**config.mk**
```make
export PLATFORM = sky130hd
export DESIGN_NAME = spi_reg_master
export DESIGN_NICKNAME = d
export VERILOG_FILES = /design/src/source/spi_reg_pkg.sv /design/src/source/spi_shift_if.sv /design/src/source/spi_reg_master.sv /design/src/source/spi_reg_bridge.sv /design/src/source/spi_shifter.sv /design/src/source/spi_clk_div.sv
export SDC_FILE = /design/constraint.sdc
export NUM_CORES = 1
export LEC_CHECK = 0
export BUFFER_PORTS_ARGS = -buffer_cell sky130_fd_sc_hd__clkbuf_2
export CAP_MARGIN = 20
export CORE_MARGIN = 1.5
export CORE_UTILIZATION = 55
export DETAILED_ROUTE_END_ITERATION = 8
export PLACE_DENSITY_LB_ADDON = 0.3
export SYNTH_ARGS = -nofsm -noshare
export SYNTH_HDL_FRONTEND = slang
export SYNTH_SLANG_ARGS = --single-unit
export TNS_END_PERCENT = 50
```
**constraint.sdc**
```tcl
create_clock -name CLK50MHZ -period 3 [get_ports CLK50MHZ]
set_clock_uncertainty 0.15 [all_clocks]
set_input_delay 0.15 -clock CLK50MHZ [delete_from_list [all_inputs] [get_ports CLK50MHZ]]
set_output_delay 0.15 -clock CLK50MHZ [all_outputs]
set_load 0.1 [all_outputs]
```
**src/source/spi_reg_pkg.sv**
```systemverilog
package spi_reg_pkg;

	////////////////////
	// Command opcode
	////////////////////

	// First bit on the wire in every frame
	typedef enum logic {
		OP_WRITE = 1'b0,
		OP_READ  = 1'b1
	} spi_op_e;

	////////////////////
	// FSM states
	////////////////////

	// Frame shift engine
	typedef enum logic [1:0] {
		SHIFT_IDLE    = 2'd0,
		SHIFT_SENDING = 2'd1,
		SHIFT_DONE    = 2'd2
	} shift_state_e;

	// Command front end
	typedef enum logic [1:0] {
		BR_IDLE  = 2'd0,
		BR_START = 2'd1,
		BR_WAIT  = 2'd2,
		BR_REPLY = 2'd3
	} bridge_state_e;

endpackage
```
**src/source/spi_shift_if.sv**
```systemverilog
`timescale 1ns/1ps

interface spi_shift_if #(
	parameter int WIDTH = 24
);
	// Frame to send, held from trig until done
	logic [WIDTH-1:0] frame_out;
	// Shift register contents, valid while done is high
	logic [WIDTH-1:0] frame_in;
	logic             trig;
	logic             done;

	modport initiator (
		output frame_out,
		output trig,
		input  frame_in,
		input  done
	);

	modport target (
		input  frame_out,
		input  trig,
		output frame_in,
		output done
	);

endinterface

```
**src/source/spi_reg_master.sv**
```systemverilog
`timescale 1ns/1ps

module spi_reg_master #(
	parameter int ADDR_W = 7,
	parameter int DATA_W = 16,
	parameter int DIV    = 2
) (
	input  logic                 CLK50MHZ,
	input  logic                 RST,
	// Host command port
	input  logic                 cmd_valid,
	input  spi_reg_pkg::spi_op_e cmd_op,
	input  logic [ADDR_W-1:0]    cmd_addr,
	input  logic [DATA_W-1:0]    cmd_wdata,
	output logic                 busy,
	output logic                 rsp_valid,
	output logic [DATA_W-1:0]    rsp_rdata,
	// SPI pins
	output logic                 spi_sck,
	output logic                 spi_cs,
	output logic                 spi_mosi,
	input  logic                 spi_miso
);

	// Opcode bit + address + data
	localparam int WIDTH = 1 + ADDR_W + DATA_W;

	logic sck_level;
	logic shift_tick;

	spi_shift_if #(.WIDTH(WIDTH)) shift_bus ();

	spi_clk_div #(
		.DIV(DIV)
	) spi_clk_div_inst (
		.CLK50MHZ  (CLK50MHZ),
		.RST       (RST),
		.sck_level (sck_level),
		.shift_tick(shift_tick)
	);

	spi_shifter #(
		.WIDTH(WIDTH)
	) spi_shifter_inst (
		.CLK50MHZ  (CLK50MHZ),
		.RST       (RST),
		.sck_level (sck_level),
		.shift_tick(shift_tick),
		.shift     (shift_bus.target),
		.spi_sck   (spi_sck),
		.spi_cs    (spi_cs),
		.spi_mosi  (spi_mosi),
		.spi_miso  (spi_miso)
	);

	spi_reg_bridge #(
		.ADDR_W(ADDR_W),
		.DATA_W(DATA_W)
	) spi_reg_bridge_inst (
		.CLK50MHZ (CLK50MHZ),
		.RST      (RST),
		.cmd_valid(cmd_valid),
		.cmd_op   (cmd_op),
		.cmd_addr (cmd_addr),
		.cmd_wdata(cmd_wdata),
		.busy     (busy),
		.rsp_valid(rsp_valid),
		.rsp_rdata(rsp_rdata),
		.shift    (shift_bus.initiator)
	);

endmodule

```
**src/source/spi_reg_bridge.sv**
```systemverilog
`timescale 1ns/1ps

module spi_reg_bridge #(
	parameter int ADDR_W = 7,
	parameter int DATA_W = 16
) (
	input  logic                CLK50MHZ,
	input  logic                RST,
	input  logic                cmd_valid,
	input  spi_reg_pkg::spi_op_e cmd_op,
	input  logic [ADDR_W-1:0]   cmd_addr,
	input  logic [DATA_W-1:0]   cmd_wdata,
	output logic                busy,
	output logic                rsp_valid,
	output logic [DATA_W-1:0]   rsp_rdata,
	spi_shift_if.initiator      shift
);

	localparam int WIDTH = 1 + ADDR_W + DATA_W;

	spi_reg_pkg::bridge_state_e state;
	logic [WIDTH-1:0]           frame_q;
	logic                       trig_q;
	logic                       accept;

	// A new command is taken whenever no frame is in flight
	assign accept = cmd_valid && !busy;

	////////////////////
	// FSM
	////////////////////

	always_ff @(posedge CLK50MHZ) begin
		if (RST) begin
			state <= spi_reg_pkg::BR_IDLE;
		end else begin
			case (state)
				spi_reg_pkg::BR_IDLE:
					if (accept)
						state <= spi_reg_pkg::BR_START;
				spi_reg_pkg::BR_START:
					state <= spi_reg_pkg::BR_WAIT;
				spi_reg_pkg::BR_WAIT:
					if (shift.done)
						state <= spi_reg_pkg::BR_REPLY;
				spi_reg_pkg::BR_REPLY:
					// Back to back command may start right here
					if (accept)
						state <= spi_reg_pkg::BR_START;
					else
						state <= spi_reg_pkg::BR_IDLE;
				default:
					state <= spi_reg_pkg::BR_IDLE;
			endcase
		end
	end

	// Start pulse one cycle after BR_START
	always_ff @(posedge CLK50MHZ) begin
		if (RST)
			trig_q <= 1'b0;
		else
			trig_q <= (state == spi_reg_pkg::BR_START);
	end

	////////////////////
	// Frame pack and unpack
	////////////////////

	// Opcode, then address, then data; reads send zeros in the data field
	always_ff @(posedge CLK50MHZ) begin
		if (accept) begin
			frame_q[WIDTH-1]          <= cmd_op;
			frame_q[WIDTH-2 -: ADDR_W] <= cmd_addr;
			if (cmd_op == spi_reg_pkg::OP_READ)
				frame_q[DATA_W-1:0] <= '0;
			else
				frame_q[DATA_W-1:0] <= cmd_wdata;
		end
	end

	// Whatever the device sent in the data phase
	always_ff @(posedge CLK50MHZ) begin
		if (state == spi_reg_pkg::BR_WAIT && shift.done)
			rsp_rdata <= shift.frame_in[DATA_W-1:0];
	end

	assign busy = (state == spi_reg_pkg::BR_START) || (state == spi_reg_pkg::BR_WAIT);
	assign rsp_valid = (state == spi_reg_pkg::BR_REPLY);

	assign shift.frame_out = frame_q;
	assign shift.trig      = trig_q;

endmodule

```
**src/source/spi_shifter.sv**
```systemverilog
`timescale 1ns/1ps

module spi_shifter #(
	parameter int WIDTH = 24
) (
	input  logic        CLK50MHZ,
	input  logic        RST,
	input  logic        sck_level,
	input  logic        shift_tick,
	spi_shift_if.target shift,
	output logic        spi_sck,
	output logic        spi_cs,
	output logic        spi_mosi,
	input  logic        spi_miso
);

	// Counts WIDTH+1 ticks, so one extra bit of range
	localparam int CNT_W = $clog2(WIDTH + 1);
	localparam logic [CNT_W-1:0] LAST_BIT = CNT_W'(WIDTH);

	spi_reg_pkg::shift_state_e state;
	logic [WIDTH-1:0]          shift_reg;
	logic [CNT_W-1:0]          bit_cnt;

	////////////////////
	// FSM
	////////////////////

	always_ff @(posedge CLK50MHZ) begin
		if (RST) begin
			state <= spi_reg_pkg::SHIFT_IDLE;
		end else begin
			case (state)
				spi_reg_pkg::SHIFT_IDLE:
					if (shift.trig)
						state <= spi_reg_pkg::SHIFT_SENDING;
				spi_reg_pkg::SHIFT_SENDING:
					if (shift_tick && bit_cnt == LAST_BIT)
						state <= spi_reg_pkg::SHIFT_DONE;
				spi_reg_pkg::SHIFT_DONE:
					state <= spi_reg_pkg::SHIFT_IDLE;
				default:
					state <= spi_reg_pkg::SHIFT_IDLE;
			endcase
		end
	end

	////////////////////
	// Datapath
	////////////////////

	// Keep loading while idle, the frame is stable once trig arrives
	always_ff @(posedge CLK50MHZ) begin
		case (state)
			spi_reg_pkg::SHIFT_IDLE:
				shift_reg <= shift.frame_out;
			spi_reg_pkg::SHIFT_SENDING:
				if (shift_tick)
					shift_reg <= {shift_reg[WIDTH-2:0], spi_miso};
			default:
				shift_reg <= shift_reg;
		endcase
	end

	always_ff @(posedge CLK50MHZ) begin
		if (RST) begin
			bit_cnt <= '0;
		end else begin
			case (state)
				spi_reg_pkg::SHIFT_IDLE:
					bit_cnt <= '0;
				spi_reg_pkg::SHIFT_SENDING:
					if (shift_tick)
						bit_cnt <= bit_cnt + 1'b1;
				default:
					bit_cnt <= bit_cnt;
			endcase
		end
	end

	////////////////////
	// SPI pins
	////////////////////

	// MOSI changes together with the falling SCK edge
	always_ff @(posedge CLK50MHZ) begin
		if (RST) begin
			spi_mosi <= 1'b0;
		end else begin
			case (state)
				spi_reg_pkg::SHIFT_SENDING:
					if (shift_tick)
						spi_mosi <= (bit_cnt == LAST_BIT) ? 1'b0 : shift_reg[WIDTH-1];
				default:
					spi_mosi <= 1'b0;
			endcase
		end
	end

	// CS low from the first tick until the count reaches WIDTH
	always_ff @(posedge CLK50MHZ) begin
		if (RST) begin
			spi_cs <= 1'b1;
		end else begin
			case (state)
				spi_reg_pkg::SHIFT_SENDING:
					if (shift_tick)
						spi_cs <= (bit_cnt == LAST_BIT);
				default:
					spi_cs <= 1'b1;
			endcase
		end
	end

	// SCK only inside the chip select window, idles low
	assign spi_sck = spi_cs ? 1'b0 : sck_level;

	assign shift.frame_in = shift_reg;
	assign shift.done     = (state == spi_reg_pkg::SHIFT_DONE);

endmodule

```
**src/source/spi_clk_div.sv**
```systemverilog
`timescale 1ns/1ps

module spi_clk_div #(
	parameter int DIV = 2
) (
	input  logic CLK50MHZ,
	input  logic RST,
	output logic sck_level,
	output logic shift_tick
);

	// One full SCK period is 2*DIV system clocks
	localparam int CNT_W = $clog2(2 * DIV);
	localparam logic [CNT_W-1:0] LAST = CNT_W'(2 * DIV - 1);
	localparam logic [CNT_W-1:0] HALF = CNT_W'(DIV);

	logic [CNT_W-1:0] cnt;
	logic [CNT_W-1:0] cnt_next;

	always_comb begin
		if (cnt == LAST)
			cnt_next = '0;
		else
			cnt_next = cnt + 1'b1;
	end

	// Low half first, then high half
	// Tick sits in the last high cycle so the following edge
	// is the falling SCK edge
	always_ff @(posedge CLK50MHZ) begin
		if (RST) begin
			cnt        <= '0;
			sck_level  <= 1'b0;
			shift_tick <= 1'b0;
		end else begin
			cnt        <= cnt_next;
			sck_level  <= (cnt_next >= HALF);
			shift_tick <= (cnt_next == LAST);
		end
	end

endmodule

```
Yosys cells after proc, flatten, opt, wreduce, memory -nomap -nowiden:

Index checks and enable logic that the tools add are counted.

* flip-flop bits (word level): 80
* output and inout port bits: 21
* input bits: 28

* equality and inequality tests: 13
* mux-type cells: 14
* bitwise operators: 1
* reduce and logical (&&, ||, !) cells: 12
* order comparisons: 1
* $add $sub $neg: 2

Operator list (number)
* 24-bit one-hot mux with 2 select lines: 1
* 24-bit 2-to-1 mux: 1
* 2-bit == test, second input constant: 5
* 2-bit 2-to-1 mux: 5
* 5-bit one-hot mux with 2 select lines: 1
* 2-bit by 1-bit != test with 1-bit output, second input constant: 4
* 2-bit one-hot mux with 4 select lines: 1
* 2-bit AND reduction: 3
* 5-bit by 1-bit adder with 5-bit output, second input constant: 1
* 5-bit == test, second input constant: 1
* 5-bit 2-to-1 mux: 1
* 2-bit by 1-bit == test with 1-bit output, second input constant: 2
* 2-bit logical NOT: 2
* 2-bit one-hot mux with 2 select lines: 1
* 1-bit logical AND: 3
* 1-bit 2-to-1 mux: 3
* 2-bit by 1-bit adder with 2-bit output, second input constant: 1
* 2-bit greater-or-equal comparator, second input constant: 1
* 2-bit != test, second input constant: 1
* 2-bit nonzero test: 1
* 2-bit OR reduction: 1
* 1-bit logical NOT: 1
* 1-bit logical OR: 1
* 1-bit inverter: 1

Longest topological paths before layout:

* depth after elaboration: 6
* depth in mapped cells: 6

By module:

A second synthesis with hierarchy kept.

* cells, all modules: 242
* area, all modules: 3124.2 µm²

By module, submodules not included
* spi_reg_bridge: cells each 83, times used 1, area each 1546.5 µm², seq. area each 1261.2 µm²
* spi_shifter: cells each 150, times used 1, area each 1468.9 µm², seq. area each 900.9 µm²
* spi_clk_div: cells each 9, times used 1, area each 108.9 µm², seq. area each 60.1 µm²

Least setup slack after synthesis:

OpenSTA, ideal clock, no wires.

* path kind: register -> register
* from: register spi_reg_bridge_inst.state[0]
* to: register spi_reg_bridge_inst.state[0]
* setup time: 95 ps
* setup slack: 240 ps
* cell stages (with the launch flop): 7
* path buffers: 0
* data arrival time: 2515 ps
* clock period less this slack: 2760 ps
* cell sequence: dfxtp_1 > inv_1 > ha_1 > nor2b_2 > a2bb2oi_2 > o21ai_0 > a221oi_1

* longest elaborated chain between the ends: 6
* elaborated cells between the ends (all ways): 12

Ends and longest elaborated chain
* from (decl): line spi_reg_bridge.sv:21 `spi_reg_pkg::bridge_state_e state;`
* from (signal assigned): line spi_reg_bridge.sv:35 `state <= spi_reg_pkg::BR_IDLE;`
* from (signal assigned): line spi_reg_bridge.sv:40 `state <= spi_reg_pkg::BR_START;`
* from (signal assigned): line spi_reg_bridge.sv:42 `state <= spi_reg_pkg::BR_WAIT;`
* 2-bit by 1-bit == test with 1-bit output / 2-bit == test (equally long branches): line spi_reg_bridge.sv:88 `assign busy = (state == spi_reg_pkg::BR_START) || (state == spi_reg_pkg::BR_WAIT);`
* 1-bit logical OR (*): line spi_reg_bridge.sv:88
* named net busy: line spi_reg_master.sv:15 `output logic busy,`
* 1-bit logical NOT (*): line spi_reg_bridge.sv:27 `assign accept = cmd_valid && !busy;`
* 1-bit logical AND (*): line spi_reg_bridge.sv:27
* 1-bit 2-to-1 mux / 2-bit by 1-bit != test with 1-bit output (equally long branches)
* 2-bit one-hot mux with 4 select lines / 2-bit AND reduction (equally long branches)

The timed path passes the listed nets; every way through them passes the cells marked *.
A chain may end at the register's enable or synchronous reset.

Worst setup path in the final report:

* from: register spi_reg_bridge_inst.state[0]
* to: register spi_reg_bridge_inst.state[0]

* longest elaborated chain between the ends: 6
* elaborated cells between the ends (all ways): 12

Ends and longest elaborated chain (line)
* 2-bit by 1-bit == test with 1-bit output / 2-bit == test (equally long branches): spi_reg_bridge.sv:37, spi_reg_bridge.sv:88
* 1-bit logical OR: spi_reg_bridge.sv:88
* 1-bit logical NOT: spi_reg_bridge.sv:27
* 1-bit logical AND: spi_reg_bridge.sv:27
* 1-bit 2-to-1 mux / 2-bit by 1-bit != test with 1-bit output (equally long branches)
* 2-bit one-hot mux with 4 select lines / 2-bit AND reduction (equally long branches)

Several ways; a longest one is shown, not always the timed one.

==> impl_results.md <==
- Outcome: complete, no violations
- Total power: between 3000 and 4000 uW
- Worst Reg-to-Reg Cells: 7
- Synth top cells by count: 74 x nand2_1, 64 x edfxtp_1, 21 x nor2b_1, 15 x dfxtp_1, 10 x nor2_1
- Via-to-Cell Ratio: approximately 5
- Critical path peak fanout: 14
- Fin. Hold Viols: 0
- Tmin final: between 1.5 and 2 ns
- Clock Pin Slew Worst Setup and Hold Paths: approximately 0.07 ns
- Max stage delay cell, worst path: dfxtp_1
- Crit. Startpoint: spi_reg_bridge_inst.state[0]
- Nets: 353
- CTS tree: built
- DRC Markers: 0
- DRT Pass-1 Iters: 5
- First-pass GRT wire length: 8910 um
- Min-Delay Path Depth: 2
- Reg area: 0.00222 sq mm
- WHS Endpoint: spi_reg_bridge_inst.shift.frame_out[13]
- Avg WL per Cell: 14.0 um
- Die Y: around 78 um
- #FFs+latches synth: just under 80
- Root Driver: clkbuf_8
- Worst Hold Class: primary input to flip-flop
- Synth-to-Final Area Change: 26.6%
- Initial Util: a little under three fifths
- CP Class: flip-flop to flip-flop
- Post-synthesis cell area: 0.00309 sq mm
- Gpl congestion: 0.781
- Top FF cell, synth: edfxtp_1
- Antenna-violating nets left: 0
- Initial antenna violation count: 0
- CTS sink count: 79
- PD cells: 853 mW/mm^2
- Final wirelength: between 5000 and 6000 um
- RSZ-0062 raised after global routing: false
- Rel. slew slack: 33.4%
- Ports: 49
- Worst-Margin Slew: ~1.0 ns
- Yosys top cell by area: edfxtp_1
- Reg2reg start: spi_reg_bridge_inst.state[0]
- Tcrit/Tclk final: 66.3%
- CP Cell Sequence: inv_1 -> ha_1 -> nor2b_2 -> buf_4 -> a2bb2oi_2 -> o21ai_0 -> a221oi_1
- Share of cells above drive strength 1: 23.4%
- Fillcell total: 386
- Detailed placer's ending HPWL: between 3000 and 4000 um
- Net count after synthesis: 275
- Core area: around 0.0055 sq mm
- Critical Path Start Type: flip-flop
- Setup_tns: 0 ns
- Register area share after synthesis: 72.0%
- Synth warn: 0
- TritonCTS buffer count: 9
- Most common cell in the synthesized netlist: nand2_1
- # diodes: 0
- Drt initial violations: between 150 and 200
- Gr ovfl total: 0
- Worst Path Buf+Inv: 2
- Post-synth ARST share: 0%
- Rows: 27
- Static Leak: 0.00161 uW
- Crit path largest cell delay: 0.36 ns
- Setup Buffers After CTS: 0
- Worst EP required: 3.09 ns
- CTS HTree Levels: 3
- R2R setup slack: 1.01 ns
- Top-area cell type share of the netlist area: 62.2%
- CP arrival: 2.08 ns
- Largest cells by area after synthesis: edfxtp_1 62%, dfxtp_1 9.7%, nand2_1 9.0%, nor2b_1 4.3%, ha_1 3.6%
- Max IR drop VDD: 0.000594 V
- Maximum clock path buffer count: 2
- Fmax: between 500 and 600 MHz
- Max-Cap Viols: 0
- Largest net degree at the start of global routing: 28
- Worst Hold Launch: cmd_wdata[13]
- Syn Area/Cell: 13.0 sq um
- Slew Limit Fails: 0
- Post-synth EDFFs: 64
- Input/output buffers: 48
- Die W: 77.9 um
- R2R Path End: spi_reg_bridge_inst.state[0]
- All-Layer GR Usage: 20.1%
- Worst path top cell family by delay: compound AO/OA/AOI/OAI gates
- Vias in the first global route: about 2,000
- Die ar.: 0.00607 sq mm
- Mapped Cells: between 200 and 250
- Worst skew pair latency: 0.35 ns
- Final setup viols: 0
- Count of cell types in the netlist: 29
- Vias: 1,960
- Multi-input logic area: 796 sq um
- Setup crit end kind: flip-flop
-- metal layers --
| metal | routed length (um) | global-route usage [%] | vias to the layer above |
|---|---|---|---|
| li1 | - | - | 962 |
| met1 | 2340 | 23.7 | 919 |
| met2 | 2790 | 33.3 | 67 |
| met3 | 269 | 4.94 | 12 |
| met4 | 93 | 11.8 | 0 |
| met5 | 0 | 0 | - |
-- power by group --
part	leakage [uW]	internal (uW)	switching, uW
Clock	0.000128	641	376
Sequential	0.000757	1580	118
Combinational	0.000729	206	414
-- worst max-delay path by stage --
stage	to	slack, ns	depth (start not counted)
final	spi_reg_bridge_inst.state[0]	1.01	7
after global placement	spi_reg_bridge_inst.state[0]	1.11	7
after detailed placement	spi_reg_bridge_inst.state[0]	0.99	7
after global routing	spi_reg_bridge_inst.state[0]	0.81	7
after CTS	spi_reg_bridge_inst.state[0]	0.99	7
after floorplan	spi_reg_bridge_inst.state[0]	0.24	6
-- registers in the layout (all words and copies together) (netlist names) --
signal                               count
spi_reg_bridge_inst.state                2
spi_shifter_inst.shift.frame_in         24
spi_shifter_inst.bit_cnt                 5
spi_reg_bridge_inst.shift.trig           1
spi_clk_div_inst.shift_tick              1
spi_shifter_inst.state                   2
spi_reg_bridge_inst.rsp_rdata           16
spi_shifter_inst.spi_cs                  1
spi_shifter_inst.spi_mosi                1
spi_reg_bridge_inst.shift.frame_out     24
spi_clk_div_inst.cnt                     2
-- timing repair --
item                                    CTS  global route
resized for setup                         0             0
hold endpoints to repair                 31             0
endpoints found under the setup margin    0             0
hold buffers                             24             0
-- final cells by class --
class,instances,share of cell area (%)
tap,72,2.30
timing repair buffer,76,13.1
multi-input combinational,142,20.4
clock buffer,11,3.36
inverter,8,0.768
clock inverter,5,3.30
sequential,79,56.9
-- cell usage in the layout (no fill, tap or decap), types with 8 or more instances in the layout --
| cell | n |
|---|---|
| clkbuf_2 | 48 |
| clkbuf_8 | 9 |
| dfxtp_1 | 15 |
| dlygate4sd3_1 | 24 |
| edfxtp_1 | 64 |
| ha_1 | 9 |
| inv_1 | 8 |
| nand2_1 | 74 |
| nor2_1 | 9 |
| nor2b_1 | 20 |
-- per-stage QoR --
step                hold slack, ns  cell area (sq um)  worst slack [ns]  util, %  cells
finish                      0.0205               3910              1.01     71.4    393
global route                0.0267               3910             0.806     71.4    393
CTS                         0.0106               3910             0.986     71.4    393
detailed placement           0.179               3410             0.990     62.3    353
global placement             0.177               3410              1.11     62.3    353
floorplan                   0.0831               3090             0.240        -    238
-- cells by family after synthesis --
family	share of synthesized area, %
multiplexers	0.648
AO/OA/AOI/OAI	2.19
AND/OR/NAND/NOR	18.0
adder cells (fa/ha/maj)	3.65
XOR/XNOR	1.13
flip-flops	72.0
buffers and inverters	2.43
No activity file was read; power rests on OpenSTA's default activity.
